[config.mk]
export PLATFORM = sky130hd
export DESIGN_NAME = matmul_accel_top
export DESIGN_NICKNAME = d
export VERILOG_FILES = /design/src/mm_pkg.sv /design/src/mm_buffer.sv /design/src/mm_pe.sv /design/src/mm_engine.sv /design/src/dma_engine.sv /design/src/matmul_accel_top.sv
export SDC_FILE = /design/constraint.sdc
export NUM_CORES = 2
export LEC_CHECK = 0
export BUFFER_PORTS_ARGS = -buffer_cell sky130_fd_sc_hd__buf_2
export CAP_MARGIN = 0
export CORE_ASPECT_RATIO = 1.1
export CORE_MARGIN = 1.5
export CORE_UTILIZATION = 45
export DETAILED_ROUTE_END_ITERATION = 6
export GPL_ROUTABILITY_DRIVEN = 0
export PLACE_DENSITY = 0.71
export SETUP_SLACK_MARGIN = 0.4
export SYNTH_ARGS = -nofsm -noshare
export SYNTH_HDL_FRONTEND = slang
export SYNTH_SLANG_ARGS = --single-unit
[constraint.sdc]
create_clock -name clk -period 7.95 [get_ports clk]
set_input_delay 1.1925 -clock clk [delete_from_list [all_inputs] [get_ports clk]]
set_output_delay 1.1925 -clock clk [all_outputs]
set_load 0.02 [all_outputs]
[src/mm_pkg.sv]
// ##############################
// matmul accelerator package
// sizes, payload types and the
// DMA controller state encoding
// ##############################

package mm_pkg;

    // grid side and matrix size
    localparam int SA_WIDTH = 4;

    // one signed element
    localparam int ELEM_W = 8;

    // a memory word packs one full column of A or row of B
    localparam int WORD_W = SA_WIDTH * ELEM_W;

    // AXI byte address
    localparam int ADDR_W = 32;

    // index into a buffer of SA_WIDTH words
    localparam int BUF_AW = $clog2(SA_WIDTH);

    // product width plus headroom for SA_WIDTH sums
    localparam int ACC_W = 2 * ELEM_W + $clog2(SA_WIDTH);

    typedef logic signed [ELEM_W-1:0] elem_t;
    typedef logic        [WORD_W-1:0] word_t;
    typedef logic        [ADDR_W-1:0] addr_t;
    typedef logic signed [ACC_W-1:0]  acc_t;

    // DMA sequence: load A, load B, run engine, store C
    typedef enum logic [2:0] {
        IDLE    = 3'd0,
        LOAD_A  = 3'd1,
        LOAD_B  = 3'd2,
        WAIT_MM = 3'd3,
        STORE_C = 3'd4
    } dma_state_t;

endpackage

[src/mm_buffer.sv]
// ##############################
// operand buffer
// one write port, registered read
// ##############################

`timescale 1ns/1ps

module mm_buffer (
    input  logic                        clk,
    input  logic                        wr_en_i,
    input  logic [mm_pkg::BUF_AW-1:0]   wr_addr_i,
    input  mm_pkg::word_t               wr_data_i,
    input  logic [mm_pkg::BUF_AW-1:0]   rd_addr_i,
    output mm_pkg::word_t               rd_data_o
);

    // one word per column of A or row of B
    mm_pkg::word_t mem [mm_pkg::SA_WIDTH];

    always_ff @(posedge clk) begin
        if (wr_en_i) begin
            mem[wr_addr_i] <= wr_data_i;
        end
        // data shows up the cycle after the address
        rd_data_o <= mem[rd_addr_i];
    end

endmodule

[src/mm_pe.sv]
// ##############################
// multiply-accumulate cell
// signed MAC with clear and enable
// ##############################

`timescale 1ns/1ps

module mm_pe (
    input  logic            clk,
    input  logic            rst_n,
    input  logic            clear_i,
    input  logic            en_i,
    input  mm_pkg::elem_t   a_i,
    input  mm_pkg::elem_t   b_i,
    output mm_pkg::acc_t    acc_o
);

    // full-width signed product
    logic signed [2*mm_pkg::ELEM_W-1:0] prod;

    mm_pkg::acc_t acc_q;

    assign prod = a_i * b_i;

    always_ff @(posedge clk or negedge rst_n) begin
        if (!rst_n) begin
            acc_q <= '0;
        end else if (clear_i) begin
            // new run starts from zero
            acc_q <= '0;
        end else if (en_i) begin
            // sign-extend product into the accumulator
            acc_q <= acc_q + mm_pkg::acc_t'(prod);
        end
    end

    // holds its value until the next clear
    assign acc_o = acc_q;

endmodule

[src/mm_engine.sv]
// ##############################
// matrix engine
// steps k over both buffers and
// drives a grid of MAC cells
// ##############################

`timescale 1ns/1ps

module mm_engine (
    input  logic                        clk,
    input  logic                        rst_n,
    input  logic                        mm_start_i,
    output logic [mm_pkg::BUF_AW-1:0]   buf_a_raddr_o,
    input  mm_pkg::word_t               buf_a_rdata_i,
    output logic [mm_pkg::BUF_AW-1:0]   buf_b_raddr_o,
    input  mm_pkg::word_t               buf_b_rdata_i,
    output logic                        mm_done_o,
    output mm_pkg::acc_t                accum_o [mm_pkg::SA_WIDTH][mm_pkg::SA_WIDTH]
);

    // read phase active, one address per cycle
    logic                       run_q;
    // step counter k
    logic [mm_pkg::BUF_AW-1:0]  k_q;
    logic                       k_last;

    // MAC enable, one cycle behind the read address
    logic                       mac_en_q;
    // marks the final MAC step
    logic                       mac_last_q;
    logic                       done_q;

    // unpacked operands of the current step
    mm_pkg::elem_t a_col [mm_pkg::SA_WIDTH];
    mm_pkg::elem_t b_row [mm_pkg::SA_WIDTH];

    assign k_last = (k_q == mm_pkg::BUF_AW'(mm_pkg::SA_WIDTH - 1));

    // start cycle only arms the counter
    // addresses 0..SA_WIDTH-1 go out on the following cycles
    always_ff @(posedge clk or negedge rst_n) begin
        if (!rst_n) begin
            run_q <= 1'b0;
            k_q   <= '0;
        end else if (mm_start_i) begin
            run_q <= 1'b1;
            k_q   <= '0;
        end else if (run_q) begin
            k_q <= k_q + 1'b1;
            if (k_last) begin
                run_q <= 1'b0;
            end
        end
    end

    // both buffers read word k in lockstep
    assign buf_a_raddr_o = k_q;
    assign buf_b_raddr_o = k_q;

    // enable lines up with registered read data
    always_ff @(posedge clk or negedge rst_n) begin
        if (!rst_n) begin
            mac_en_q   <= 1'b0;
            mac_last_q <= 1'b0;
            done_q     <= 1'b0;
        end else begin
            mac_en_q   <= run_q;
            mac_last_q <= run_q && k_last;
            // done one cycle after the last MAC
            done_q     <= mac_last_q;
        end
    end

    assign mm_done_o = done_q;

    // split words into elements
    // column word k of A gives A(i,k), row word k of B gives B(k,j)
    always_comb begin
        for (int i = 0; i < mm_pkg::SA_WIDTH; i++) begin
            a_col[i] = buf_a_rdata_i[i*mm_pkg::ELEM_W +: mm_pkg::ELEM_W];
            b_row[i] = buf_b_rdata_i[i*mm_pkg::ELEM_W +: mm_pkg::ELEM_W];
        end
    end

    // cell (i,j) accumulates A(i,k) * B(k,j) over k
    // A broadcast along row i, B along column j
    for (genvar gi = 0; gi < mm_pkg::SA_WIDTH; gi++) begin : g_row
        for (genvar gj = 0; gj < mm_pkg::SA_WIDTH; gj++) begin : g_col
            mm_pe u_pe (
                .clk     (clk),
                .rst_n   (rst_n),
                .clear_i (mm_start_i),
                .en_i    (mac_en_q),
                .a_i     (a_col[gi]),
                .b_i     (b_row[gj]),
                .acc_o   (accum_o[gi][gj])
            );
        end
    end

endmodule

[src/dma_engine.sv]
// ##############################
// DMA engine
// AXI4-Lite master: loads A and B,
// runs the engine, stores C
// ##############################

`timescale 1ns/1ps

module dma_engine (
    input  logic                        clk,
    input  logic                        rst_n,
    input  mm_pkg::addr_t               mat_a_addr_i,
    input  mm_pkg::addr_t               mat_b_addr_i,
    input  mm_pkg::addr_t               mat_c_addr_i,
    input  logic                        start_i,
    output logic                        done_o,
    output logic                        busy_o,
    output mm_pkg::addr_t               araddr_o,
    output logic                        arvalid_o,
    input  logic                        arready_i,
    input  mm_pkg::word_t               rdata_i,
    input  logic [1:0]                  rresp_i,
    input  logic                        rvalid_i,
    output logic                        rready_o,
    output mm_pkg::addr_t               awaddr_o,
    output logic                        awvalid_o,
    input  logic                        awready_i,
    output mm_pkg::word_t               wdata_o,
    output logic [mm_pkg::WORD_W/8-1:0] wstrb_o,
    output logic                        wvalid_o,
    input  logic                        wready_i,
    input  logic [1:0]                  bresp_i,
    input  logic                        bvalid_i,
    output logic                        bready_o,
    output logic                        buf_a_wren_o,
    output logic                        buf_b_wren_o,
    output logic [mm_pkg::BUF_AW-1:0]   buf_waddr_o,
    output mm_pkg::word_t               buf_wdata_o,
    output logic                        mm_start_o,
    input  logic                        mm_done_i,
    input  mm_pkg::acc_t                accum_i [mm_pkg::SA_WIDTH][mm_pkg::SA_WIDTH]
);

    localparam int IDX_W = 2 * mm_pkg::BUF_AW;

    mm_pkg::dma_state_t state_q;

    // word counter, upper half is the C row, lower half the column
    logic [IDX_W-1:0]   idx_q;
    logic               load_last;
    logic               store_last;

    logic               arvalid_q, rready_q;
    logic               awvalid_q, wvalid_q, bready_q;
    logic               r_hs, b_hs;
    logic               aw_ok, w_ok;
    logic               mm_start_q, done_q;

    // bases latched at start
    mm_pkg::addr_t      a_base_q, b_base_q, c_base_q;
    mm_pkg::addr_t      rd_base;
    mm_pkg::acc_t       c_elem;

    assign load_last  = (idx_q == IDX_W'(mm_pkg::SA_WIDTH - 1));
    assign store_last = (idx_q == IDX_W'(mm_pkg::SA_WIDTH * mm_pkg::SA_WIDTH - 1));

    assign r_hs = rready_q && rvalid_i;
    assign b_hs = bready_q && bvalid_i;
    // each write channel is done once its handshake has happened
    assign aw_ok = !awvalid_q || awready_i;
    assign w_ok  = !wvalid_q || wready_i;

    always_ff @(posedge clk) begin
        if (state_q == mm_pkg::IDLE && start_i) begin
            a_base_q <= mat_a_addr_i;
            b_base_q <= mat_b_addr_i;
            c_base_q <= mat_c_addr_i;
        end
    end

    always_ff @(posedge clk or negedge rst_n) begin
        if (!rst_n) begin
            state_q    <= mm_pkg::IDLE;
            idx_q      <= '0;
            arvalid_q  <= 1'b0;
            rready_q   <= 1'b0;
            awvalid_q  <= 1'b0;
            wvalid_q   <= 1'b0;
            bready_q   <= 1'b0;
            mm_start_q <= 1'b0;
            done_q     <= 1'b0;
        end else begin
            mm_start_q <= 1'b0;
            done_q     <= 1'b0;
            case (state_q)
                mm_pkg::IDLE: begin
                    if (start_i) begin
                        state_q   <= mm_pkg::LOAD_A;
                        idx_q     <= '0;
                        arvalid_q <= 1'b1;
                    end
                end
                mm_pkg::LOAD_A, mm_pkg::LOAD_B: begin
                    // address accepted, now wait for data
                    if (arvalid_q && arready_i) begin
                        arvalid_q <= 1'b0;
                        rready_q  <= 1'b1;
                    end
                    if (r_hs) begin
                        rready_q <= 1'b0;
                        if (!load_last) begin
                            idx_q     <= idx_q + 1'b1;
                            arvalid_q <= 1'b1;
                        end else if (state_q == mm_pkg::LOAD_A) begin
                            state_q   <= mm_pkg::LOAD_B;
                            idx_q     <= '0;
                            arvalid_q <= 1'b1;
                        end else begin
                            // both operands in place
                            state_q    <= mm_pkg::WAIT_MM;
                            mm_start_q <= 1'b1;
                        end
                    end
                end
                mm_pkg::WAIT_MM: begin
                    if (mm_done_i) begin
                        state_q   <= mm_pkg::STORE_C;
                        idx_q     <= '0;
                        awvalid_q <= 1'b1;
                        wvalid_q  <= 1'b1;
                    end
                end
                mm_pkg::STORE_C: begin
                    if (awready_i) begin
                        awvalid_q <= 1'b0;
                    end
                    if (wready_i) begin
                        wvalid_q <= 1'b0;
                    end
                    // both AW and W through, wait for the response
                    if ((awvalid_q || wvalid_q) && aw_ok && w_ok) begin
                        bready_q <= 1'b1;
                    end
                    if (b_hs) begin
                        bready_q <= 1'b0;
                        if (store_last) begin
                            state_q <= mm_pkg::IDLE;
                            done_q  <= 1'b1;
                        end else begin
                            idx_q     <= idx_q + 1'b1;
                            awvalid_q <= 1'b1;
                            wvalid_q  <= 1'b1;
                        end
                    end
                end
                default: state_q <= mm_pkg::IDLE;
            endcase
        end
    end

    // payloads come from stable registers, so they hold while valid is up
    // word index times 4 bytes
    assign rd_base  = (state_q == mm_pkg::LOAD_B) ? b_base_q : a_base_q;
    assign araddr_o = rd_base + mm_pkg::addr_t'({idx_q, 2'b00});
    assign awaddr_o = c_base_q + mm_pkg::addr_t'({idx_q, 2'b00});

    // C in row-major order, one sign-extended element per word
    assign c_elem  = accum_i[idx_q[IDX_W-1:mm_pkg::BUF_AW]][idx_q[mm_pkg::BUF_AW-1:0]];
    assign wdata_o = {{(mm_pkg::WORD_W - mm_pkg::ACC_W){c_elem[mm_pkg::ACC_W-1]}}, c_elem};
    assign wstrb_o = '1;

    assign arvalid_o = arvalid_q;
    assign rready_o  = rready_q;
    assign awvalid_o = awvalid_q;
    assign wvalid_o  = wvalid_q;
    assign bready_o  = bready_q;

    // buffer write on the R handshake cycle
    // rresp_i and bresp_i are taken as OKAY
    assign buf_a_wren_o = r_hs && (state_q == mm_pkg::LOAD_A);
    assign buf_b_wren_o = r_hs && (state_q == mm_pkg::LOAD_B);
    assign buf_waddr_o  = idx_q[mm_pkg::BUF_AW-1:0];
    assign buf_wdata_o  = rdata_i;

    assign mm_start_o = mm_start_q;
    assign done_o     = done_q;
    assign busy_o     = (state_q != mm_pkg::IDLE);

endmodule

[src/matmul_accel_top.sv]
// ##############################
// matmul accelerator top
// DMA engine, two operand buffers
// and the matrix engine
// ##############################

`timescale 1ns/1ps

module matmul_accel_top (
    input  logic                        clk,
    input  logic                        rst_n,
    input  mm_pkg::addr_t               mat_a_addr_i,
    input  mm_pkg::addr_t               mat_b_addr_i,
    input  mm_pkg::addr_t               mat_c_addr_i,
    input  logic                        start_i,
    output logic                        done_o,
    output logic                        busy_o,
    output mm_pkg::addr_t               araddr_o,
    output logic                        arvalid_o,
    input  logic                        arready_i,
    input  mm_pkg::word_t               rdata_i,
    input  logic [1:0]                  rresp_i,
    input  logic                        rvalid_i,
    output logic                        rready_o,
    output mm_pkg::addr_t               awaddr_o,
    output logic                        awvalid_o,
    input  logic                        awready_i,
    output mm_pkg::word_t               wdata_o,
    output logic [mm_pkg::WORD_W/8-1:0] wstrb_o,
    output logic                        wvalid_o,
    input  logic                        wready_i,
    input  logic [1:0]                  bresp_i,
    input  logic                        bvalid_i,
    output logic                        bready_o
);

    // DMA to buffer write side
    logic                       buf_a_wren, buf_b_wren;
    logic [mm_pkg::BUF_AW-1:0]  buf_waddr;
    mm_pkg::word_t              buf_wdata;

    // engine to buffer read side
    logic [mm_pkg::BUF_AW-1:0]  buf_a_raddr, buf_b_raddr;
    mm_pkg::word_t              buf_a_rdata, buf_b_rdata;

    // engine handshake and results
    logic                       mm_start, mm_done;
    mm_pkg::acc_t               accum [mm_pkg::SA_WIDTH][mm_pkg::SA_WIDTH];

    dma_engine u_dma (
        .clk          (clk),          .rst_n        (rst_n),
        .mat_a_addr_i (mat_a_addr_i), .mat_b_addr_i (mat_b_addr_i),
        .mat_c_addr_i (mat_c_addr_i),
        .start_i      (start_i),      .done_o       (done_o),
        .busy_o       (busy_o),
        .araddr_o     (araddr_o),     .arvalid_o    (arvalid_o),
        .arready_i    (arready_i),
        .rdata_i      (rdata_i),      .rresp_i      (rresp_i),
        .rvalid_i     (rvalid_i),     .rready_o     (rready_o),
        .awaddr_o     (awaddr_o),     .awvalid_o    (awvalid_o),
        .awready_i    (awready_i),
        .wdata_o      (wdata_o),      .wstrb_o      (wstrb_o),
        .wvalid_o     (wvalid_o),     .wready_i     (wready_i),
        .bresp_i      (bresp_i),      .bvalid_i     (bvalid_i),
        .bready_o     (bready_o),
        .buf_a_wren_o (buf_a_wren),   .buf_b_wren_o (buf_b_wren),
        .buf_waddr_o  (buf_waddr),    .buf_wdata_o  (buf_wdata),
        .mm_start_o   (mm_start),     .mm_done_i    (mm_done),
        .accum_i      (accum)
    );

    // columns of A
    mm_buffer u_buf_a (
        .clk (clk), .wr_en_i (buf_a_wren), .wr_addr_i (buf_waddr),
        .wr_data_i (buf_wdata), .rd_addr_i (buf_a_raddr), .rd_data_o (buf_a_rdata)
    );

    // rows of B
    mm_buffer u_buf_b (
        .clk (clk), .wr_en_i (buf_b_wren), .wr_addr_i (buf_waddr),
        .wr_data_i (buf_wdata), .rd_addr_i (buf_b_raddr), .rd_data_o (buf_b_rdata)
    );

    mm_engine u_mm (
        .clk           (clk),         .rst_n         (rst_n),
        .mm_start_i    (mm_start),
        .buf_a_raddr_o (buf_a_raddr), .buf_a_rdata_i (buf_a_rdata),
        .buf_b_raddr_o (buf_b_raddr), .buf_b_rdata_i (buf_b_rdata),
        .mm_done_o     (mm_done),     .accum_o       (accum)
    );

endmodule

==> After elaboration in Yosys (flattened, before gate mapping) <==
Memory sizes are Yosys's and may differ from the RTL's. A register that Yosys moved wholly into a read port is not among the register bits.
Cells that the tools add are included.
{ "op_classes": {"mux": 90, "addsub": 20, "n_eq_ne": 15, "order_cmp": 2, "n_mul": 16, "reduce_logical": 30, "n_bitwise": 2} }
{ "op_table": {"columns": ["operator", "n"], "rows": [
  ["2-to-1 mux 18 bit", 34],
  ["adder 18 x 16 -> 18 bit", 16],
  ["multiplier 8 x 8 -> 16 bit", 16],
  ["binary-select mux 72 bit (select 2 bit)", 1],
  ["2-to-1 mux 72 bit", 2],
  ["adder 32 x 6 -> 32 bit", 2],
  ["binary-select mux 18 bit (select 2 bit)", 1],
  ["2-to-1 mux 32 bit", 1],
  ["2-to-1 mux 1 bit", 31],
  ["2-to-1 mux 4 bit", 7],
  ["2-to-1 mux 3 bit", 6],
  ["case mux 4 bit (4 select lines)", 1],
  ["case mux 3 bit (4 select lines)", 1],
  ["nonzero test 2 bit", 6],
  ["!= test 2 x 1 -> 1 bit, second input constant", 5],
  ["logical AND 1 bit", 9],
  ["AND reduction 2 bit", 4],
  ["AND reduction 7 bit", 1],
  ["equality test 3 x 2 -> 1 bit, second input constant", 2],
  ["greater-or-equal comparator 3 bit, second input constant", 2],
  ["NOT 2 -> 3 bit", 2],
  ["case mux 1 bit (2 select lines)", 3],
  ["AND reduction 6 bit", 1],
  ["adder 4 x 1 -> 4 bit, second input constant", 1],
  ["15 further kinds", 20]
]} }
{ "totals": {"ramBits": 256, "output_inout_bits": 107, "memories": 2, "ff_bits": 404} }
{ "memory_table": {"columns": ["name", "depth", "word_bits", "read_ports", "rd_ports_with_merged_regs", "write_ports", "line", "text"], "rows": [
  ["u_buf_a.mem", 4, 32, 1, 1, 1, "mm_buffer.sv:18", "mm_pkg::word_t mem [mm_pkg::SA_WIDTH];"],
  ["u_buf_b.mem", 4, 32, 1, 1, 1, "mm_buffer.sv:18", null]
]} }

==> Depth between registers and ports, before layout <==
{ "depth": {"word_depth": 7, "mapped_depth": 20, "mapped_depth_nobuf": 18} }

==> Modules after synthesis <==
From an unflattened synthesis, not the netlist that was laid out.
{ "unflattened": {"hier_cells": 7449, "hier_area_um2": 82557.9} }
{ "modules_own_cells": {"columns": ["mod", "n_inst", "area_each_um2", "seq_area_each_um2", "cells_per_inst"], "rows": [
  ["mm_pe (u_mm.g_row[0].g_col[3].u_pe ...)", 13, 3962.6, 450.4, 400],
  ["mm_buffer", 2, 5330.1, 4484.3, 203],
  ["mm_pe (u_mm.g_row[0].g_col[0].u_pe ...)", 2, 4035.1, 450.4, 401],
  ["dma_engine", 1, 8047.7, 3233.1, 624],
  ["mm_pe (u_mm.g_row[0].g_col[2].u_pe)", 1, 4042.6, 450.4, 401],
  ["mm_engine", 1, 224.0, 150.1, 16]
]} }

==> Worst setup path before layout <==
OpenSTA, ideal clock, no wires.
{ "synth_timing": {"path_type": "input to register", "from": "input start_i", "to": "register u_dma.a_base_q[0] (enable)", "path_slack_ps": 2192, "arrival_ps": 5206, "path_stages": 2, "path_cell_list": "inv_1 nor2_1"} }
{ "synth_between": {"elab_chain_len": 1} }
{ "synth_rtl": {"columns": ["item", "line", "text"], "rows": [
  ["from (decl)", "matmul_accel_top.sv:15", "input logic start_i,"],
  ["logical AND 1 bit", "dma_engine.sv:74", "if (state_q == mm_pkg::IDLE && start_i) begin"],
  ["to (signal assigned)", "dma_engine.sv:75", "a_base_q <= mat_a_addr_i;"],
  ["to (decl)", "dma_engine.sv:60", "mm_pkg::addr_t a_base_q, b_base_q, c_base_q;"]
]} }
Every way passes these cells.
A chain may end at the register's enable or synchronous reset.

==> Worst setup path in the final report <==
{ "layout_timing": {"from": "register u_buf_a.rd_data_o[15], read port of u_buf_a.mem", "to": "register u_mm.g_row[1].g_col[1].u_pe.acc_q[15]"} }
{ "layout_between": {"elab_chain_len": 4} }
{ "layout_rtl": {"columns": ["item", "line", "text"], "rows": [
  ["from (decl)", "mm_buffer.sv:14", "output mm_pkg::word_t rd_data_o"],
  ["multiplier 8 x 8 -> 16 bit", "mm_pe.sv:23", "assign prod = a_i * b_i;"],
  ["adder 18 x 16 -> 18 bit", "mm_pe.sv:33", "acc_q <= acc_q + mm_pkg::acc_t'(prod);"],
  ["2-to-1 mux 18 bit", "mm_pe.sv:31", "end else if (en_i) begin"],
  ["2-to-1 mux 18 bit", "mm_pe.sv:28", "end else if (clear_i) begin"],
  ["to (signal assigned)", "mm_pe.sv:33", null],
  ["to (decl)", "mm_pe.sv:21", "mm_pkg::acc_t acc_q;"]
]} }
Every way passes these cells. The select of a mux whose other input is x is not followed.

==> flow_metrics.env <==
export IMPL_status="finished clean"
export IMPL_pwr_share_clk_pct=50.2
export IMPL_slew_headroom_pct=11.1
export IMPL_hp_start="u_mm.mac_last_q"
export IMPL_synthCells=7741
export IMPL_seqPwrFrac_pct=48.7
export IMPL_critPathKind="reg2reg"
export IMPL_period_share_pct=79.7
export IMPL_power_density_mw_per_mm2=90.4
export IMPL_cts_made_buffers=81
export IMPL_drc_errors=0
export IMPL_grt_usage_pct=24.1
export IMPL_final_cells=10300
export IMPL_drtPass1Iterations=6
export IMPL_synth_edf_count=352
export IMPL_drt_wl_total_mm=216
export IMPL_ys_types=68
export IMPL_start_util_pct=45.4
export IMPL_rows=164
export IMPL_p_leak_nw=42.0
export IMPL_root_buffer="clkbuf_16"
export IMPL_cts_sinks=724
export IMPL_hold_buffers=0
export IMPL_first_iter_violations=4244
export IMPL_ys_seq_area_share_pct=23.7
export IMPL_power_switching_share_pct=22.7
export IMPL_ff2ff_path_depth=14
export IMPL_preCtsSetupSlack_ns=1.65
export IMPL_post_cts_buffers=0
export IMPL_ys_warn_count=0
export IMPL_placedCellCount=10200
export IMPL_peakVddDrop_mv=0.252
export IMPL_grt_pass1_vias=61100
export IMPL_ys_flop_type="edfxtp_1"
export IMPL_io_buffer_count=238
export IMPL_hpwl_mm=163
export IMPL_routedWlPerCell_um=20.9
export IMPL_switchingPower_mw=1.83
export IMPL_vias=56600
export IMPL_syn_avg_cell_area_sq_um=10.7
export IMPL_pwr_share_comb_pct=1.1
export IMPL_place_area_sq_mm=0.0863
export IMPL_worst_slew_pin_slew_ns=1.33
export IMPL_overflow=0
export IMPL_min_period_ns=6.33
export IMPL_skew_ns=0.0306
export IMPL_grt_start_max_net_pins=177
export IMPL_syn2layout_area_growth_pct=7.95
export IMPL_final_nets=9934
export IMPL_drive_gt1_share_pct=8.83
export IMPL_rsz0062_at_grt="false"
export IMPL_antenna_found_initial=26
export IMPL_yosysTopAreaCellShare_pct=31.1
export IMPL_min_to="u_mm.mm_done_o"
export IMPL_layout_setup_ws_ns=1.62
export IMPL_cp_max_fo=12
export IMPL_cp_data_required_time_ns=8.50
export IMPL_hold_violations=0
export IMPL_fill_cells=16100
export IMPL_ios=247
export IMPL_mappedNetlistArea_sq_mm=0.0826
export IMPL_dieArea_sq_mm=0.186
export IMPL_clockBufferDepth=3
export IMPL_r2r_start="u_buf_a.rd_data_o[15]"
export IMPL_synth_common_cells="inv_1 (1422), fa_1 (1282), ha_1 (685)"
export IMPL_synth_most_common_cell="inv_1"
export IMPL_clk_insertion_delay_late_ns=0.72
export IMPL_max_cap_violations=0
export IMPL_die_height_um=452
export IMPL_cp_arrival_ns=6.88
export IMPL_intPower_mw=6.23
export IMPL_finalMaxSlewViolations=0
export IMPL_grt_pass1_wl_mm=347
export IMPL_fin_area_sq_mm=0.0892
export IMPL_antenna_left=0
export IMPL_ys_ff_latch=724
export IMPL_fin_hold_ws_ns=0.369
export IMPL_cts_tree="yes"
export IMPL_htreeDepth=3
export IMPL_hold_depth=0
export IMPL_timing_rr_end="u_mm.g_row[1].g_col[1].u_pe.acc_o[15]"
export IMPL_synth_area_top_cells="fa_1 (31%), edfxtp_1 (13%), ha_1 (10%), dfrtp_1 (9.3%), inv_1 (6.5%)"
export IMPL_timing_reg2reg_setup_slack_ns=1.62
export IMPL_setup_viol=0
export IMPL_setup_tns_ns=0
export IMPL_cp_start_kind="flop"
export IMPL_cts_resized=0
export IMPL_async_reset_ff_share_pct=42.5
export IMPL_total_power_mw=8.06
export IMPL_die_x_um=411
export IMPL_synth_largest_area_cell="fa_1"
export IMPL_max_freq_ghz=0.158
export IMPL_core_area_sq_mm=0.182
export IMPL_viasPerCell=5.50
export IMPL_utilization_pct=49.0
export IMPL_clk_pin_slew_ns=0.06
export IMPL_cp_end_kind="flop"
export IMPL_hp_class="reg2reg"
[sequential cells by signal, indices dropped and copies added, names as in the netlist, 2 cells and up]
name / count
u_buf_b.rd_data_o: 32
u_dma.idx_q: 4
u_mm.g_row.g_col.u_pe.acc_o: 288
u_dma.state_q: 3
u_buf_b.mem: 128
u_mm.buf_a_raddr_o: 2
u_dma.c_base_q: 32
u_buf_a.mem: 128
u_buf_a.rd_data_o: 32
u_dma.b_base_q: 32
u_dma.a_base_q: 32
[cell type report]
class                           instances  area [sq um]  share of cell area (%)
Multi-Input combinational cell       5248         56300                    63.2
Antenna cell                            4          10.0                  0.0112
Inverter                             1423          5340                    5.99
Tap cell                             2407          3010                    3.38
Clock inverter                         45           583                   0.654
Clock buffer                          105          2220                    2.49
Timing Repair Buffer                  349          2060                    2.31
Sequential cell                       724         19600                    22.0
[how the worst max path moves through the flow]
stage                           from                               endpoint  slack, ns  cells past startpoint
6_report       u_buf_a.rd_data_o[15]  u_mm.g_row[1].g_col[1].u_pe.acc_o[15]       1.62                     14
5_1_grt        u_buf_a.rd_data_o[15]  u_mm.g_row[1].g_col[1].u_pe.acc_o[15]       1.32                     15
4_1_cts        u_buf_a.rd_data_o[15]  u_mm.g_row[1].g_col[1].u_pe.acc_o[15]       1.64                     14
3_5_place_dp   u_buf_a.rd_data_o[15]  u_mm.g_row[1].g_col[1].u_pe.acc_o[15]       1.65                     14
3_3_place_gp   u_buf_a.rd_data_o[15]  u_mm.g_row[1].g_col[1].u_pe.acc_o[15]       1.70                     14
2_1_floorplan                start_i                      u_dma.a_base_q[0]       2.19                      2
[cells in the final DEF, fill, tap and decap left out, types with 83 or more instances in the layout]
| cell | n |
|---|---|
| dfrtp_1 | 302 |
| clkbuf_16 | 83 |
| nand3_1 | 106 |
| mux4_2 | 154 |
| o21ai_0 | 144 |
| ha_1 | 685 |
| buf_4 | 109 |
| and2_1 | 516 |
| a21oi_1 | 188 |
| xnor2_1 | 196 |
| nor3_1 | 93 |
| fa_1 | 1282 |
| nor2_1 | 385 |
| nand2_1 | 557 |
| inv_1 | 1421 |
| buf_2 | 237 |
| edfxtp_1 | 352 |
| mux2i_1 | 160 |
[power by group through the flow]
stage                     clock, mW  combinational (mW)  sequential, mW
after floorplan                   0             0.00381            4.01
after global placement            0              0.0869            4.00
after detailed placement          0              0.0901            4.00
after CTS                      4.11              0.0902            3.93
after global routing           4.23              0.0998            3.93
final                          4.04              0.0879            3.93
[critical path, cell delays in order (launching register included)]
cell      delay (ns)
dfxtp_1         0.99
and2_1          0.77
inv_1           0.13
fa_1            0.51
inv_1           0.06
fa_1            0.48
fa_1            0.50
fa_1            0.54
fa_1            0.42
ha_1            0.34
o21ai_0         0.14
o21ai_0         0.54
a21boi_0        0.27
o21ai_0         0.32
o221ai_1        0.17
[cells by family (layout without fill, tap and decap cells)]
group,after synthesis,after routing,synth area share (%)
xor gates and xnor gates,264,264,2.80
DFF,724,724,23.7
muxes,319,319,6.21
and+or+nand+nor,1963,1963,11.9
AOI/OAI and AO/OA,731,731,5.77
adders and majority gates,1967,1967,41.5
buffers and inverters,1772,1922,8.16
other,1,8,0.00454
[routing by layer]
layer,part of all wire [%],track usage [%],wire (um)
met3,8.7,4.72,18800
met1,40,31.9,86900
met5,0.037,0,80
met2,46,38.3,98800
met4,5.1,10.9,11000
No activity file was read; power rests on OpenSTA's default activity.
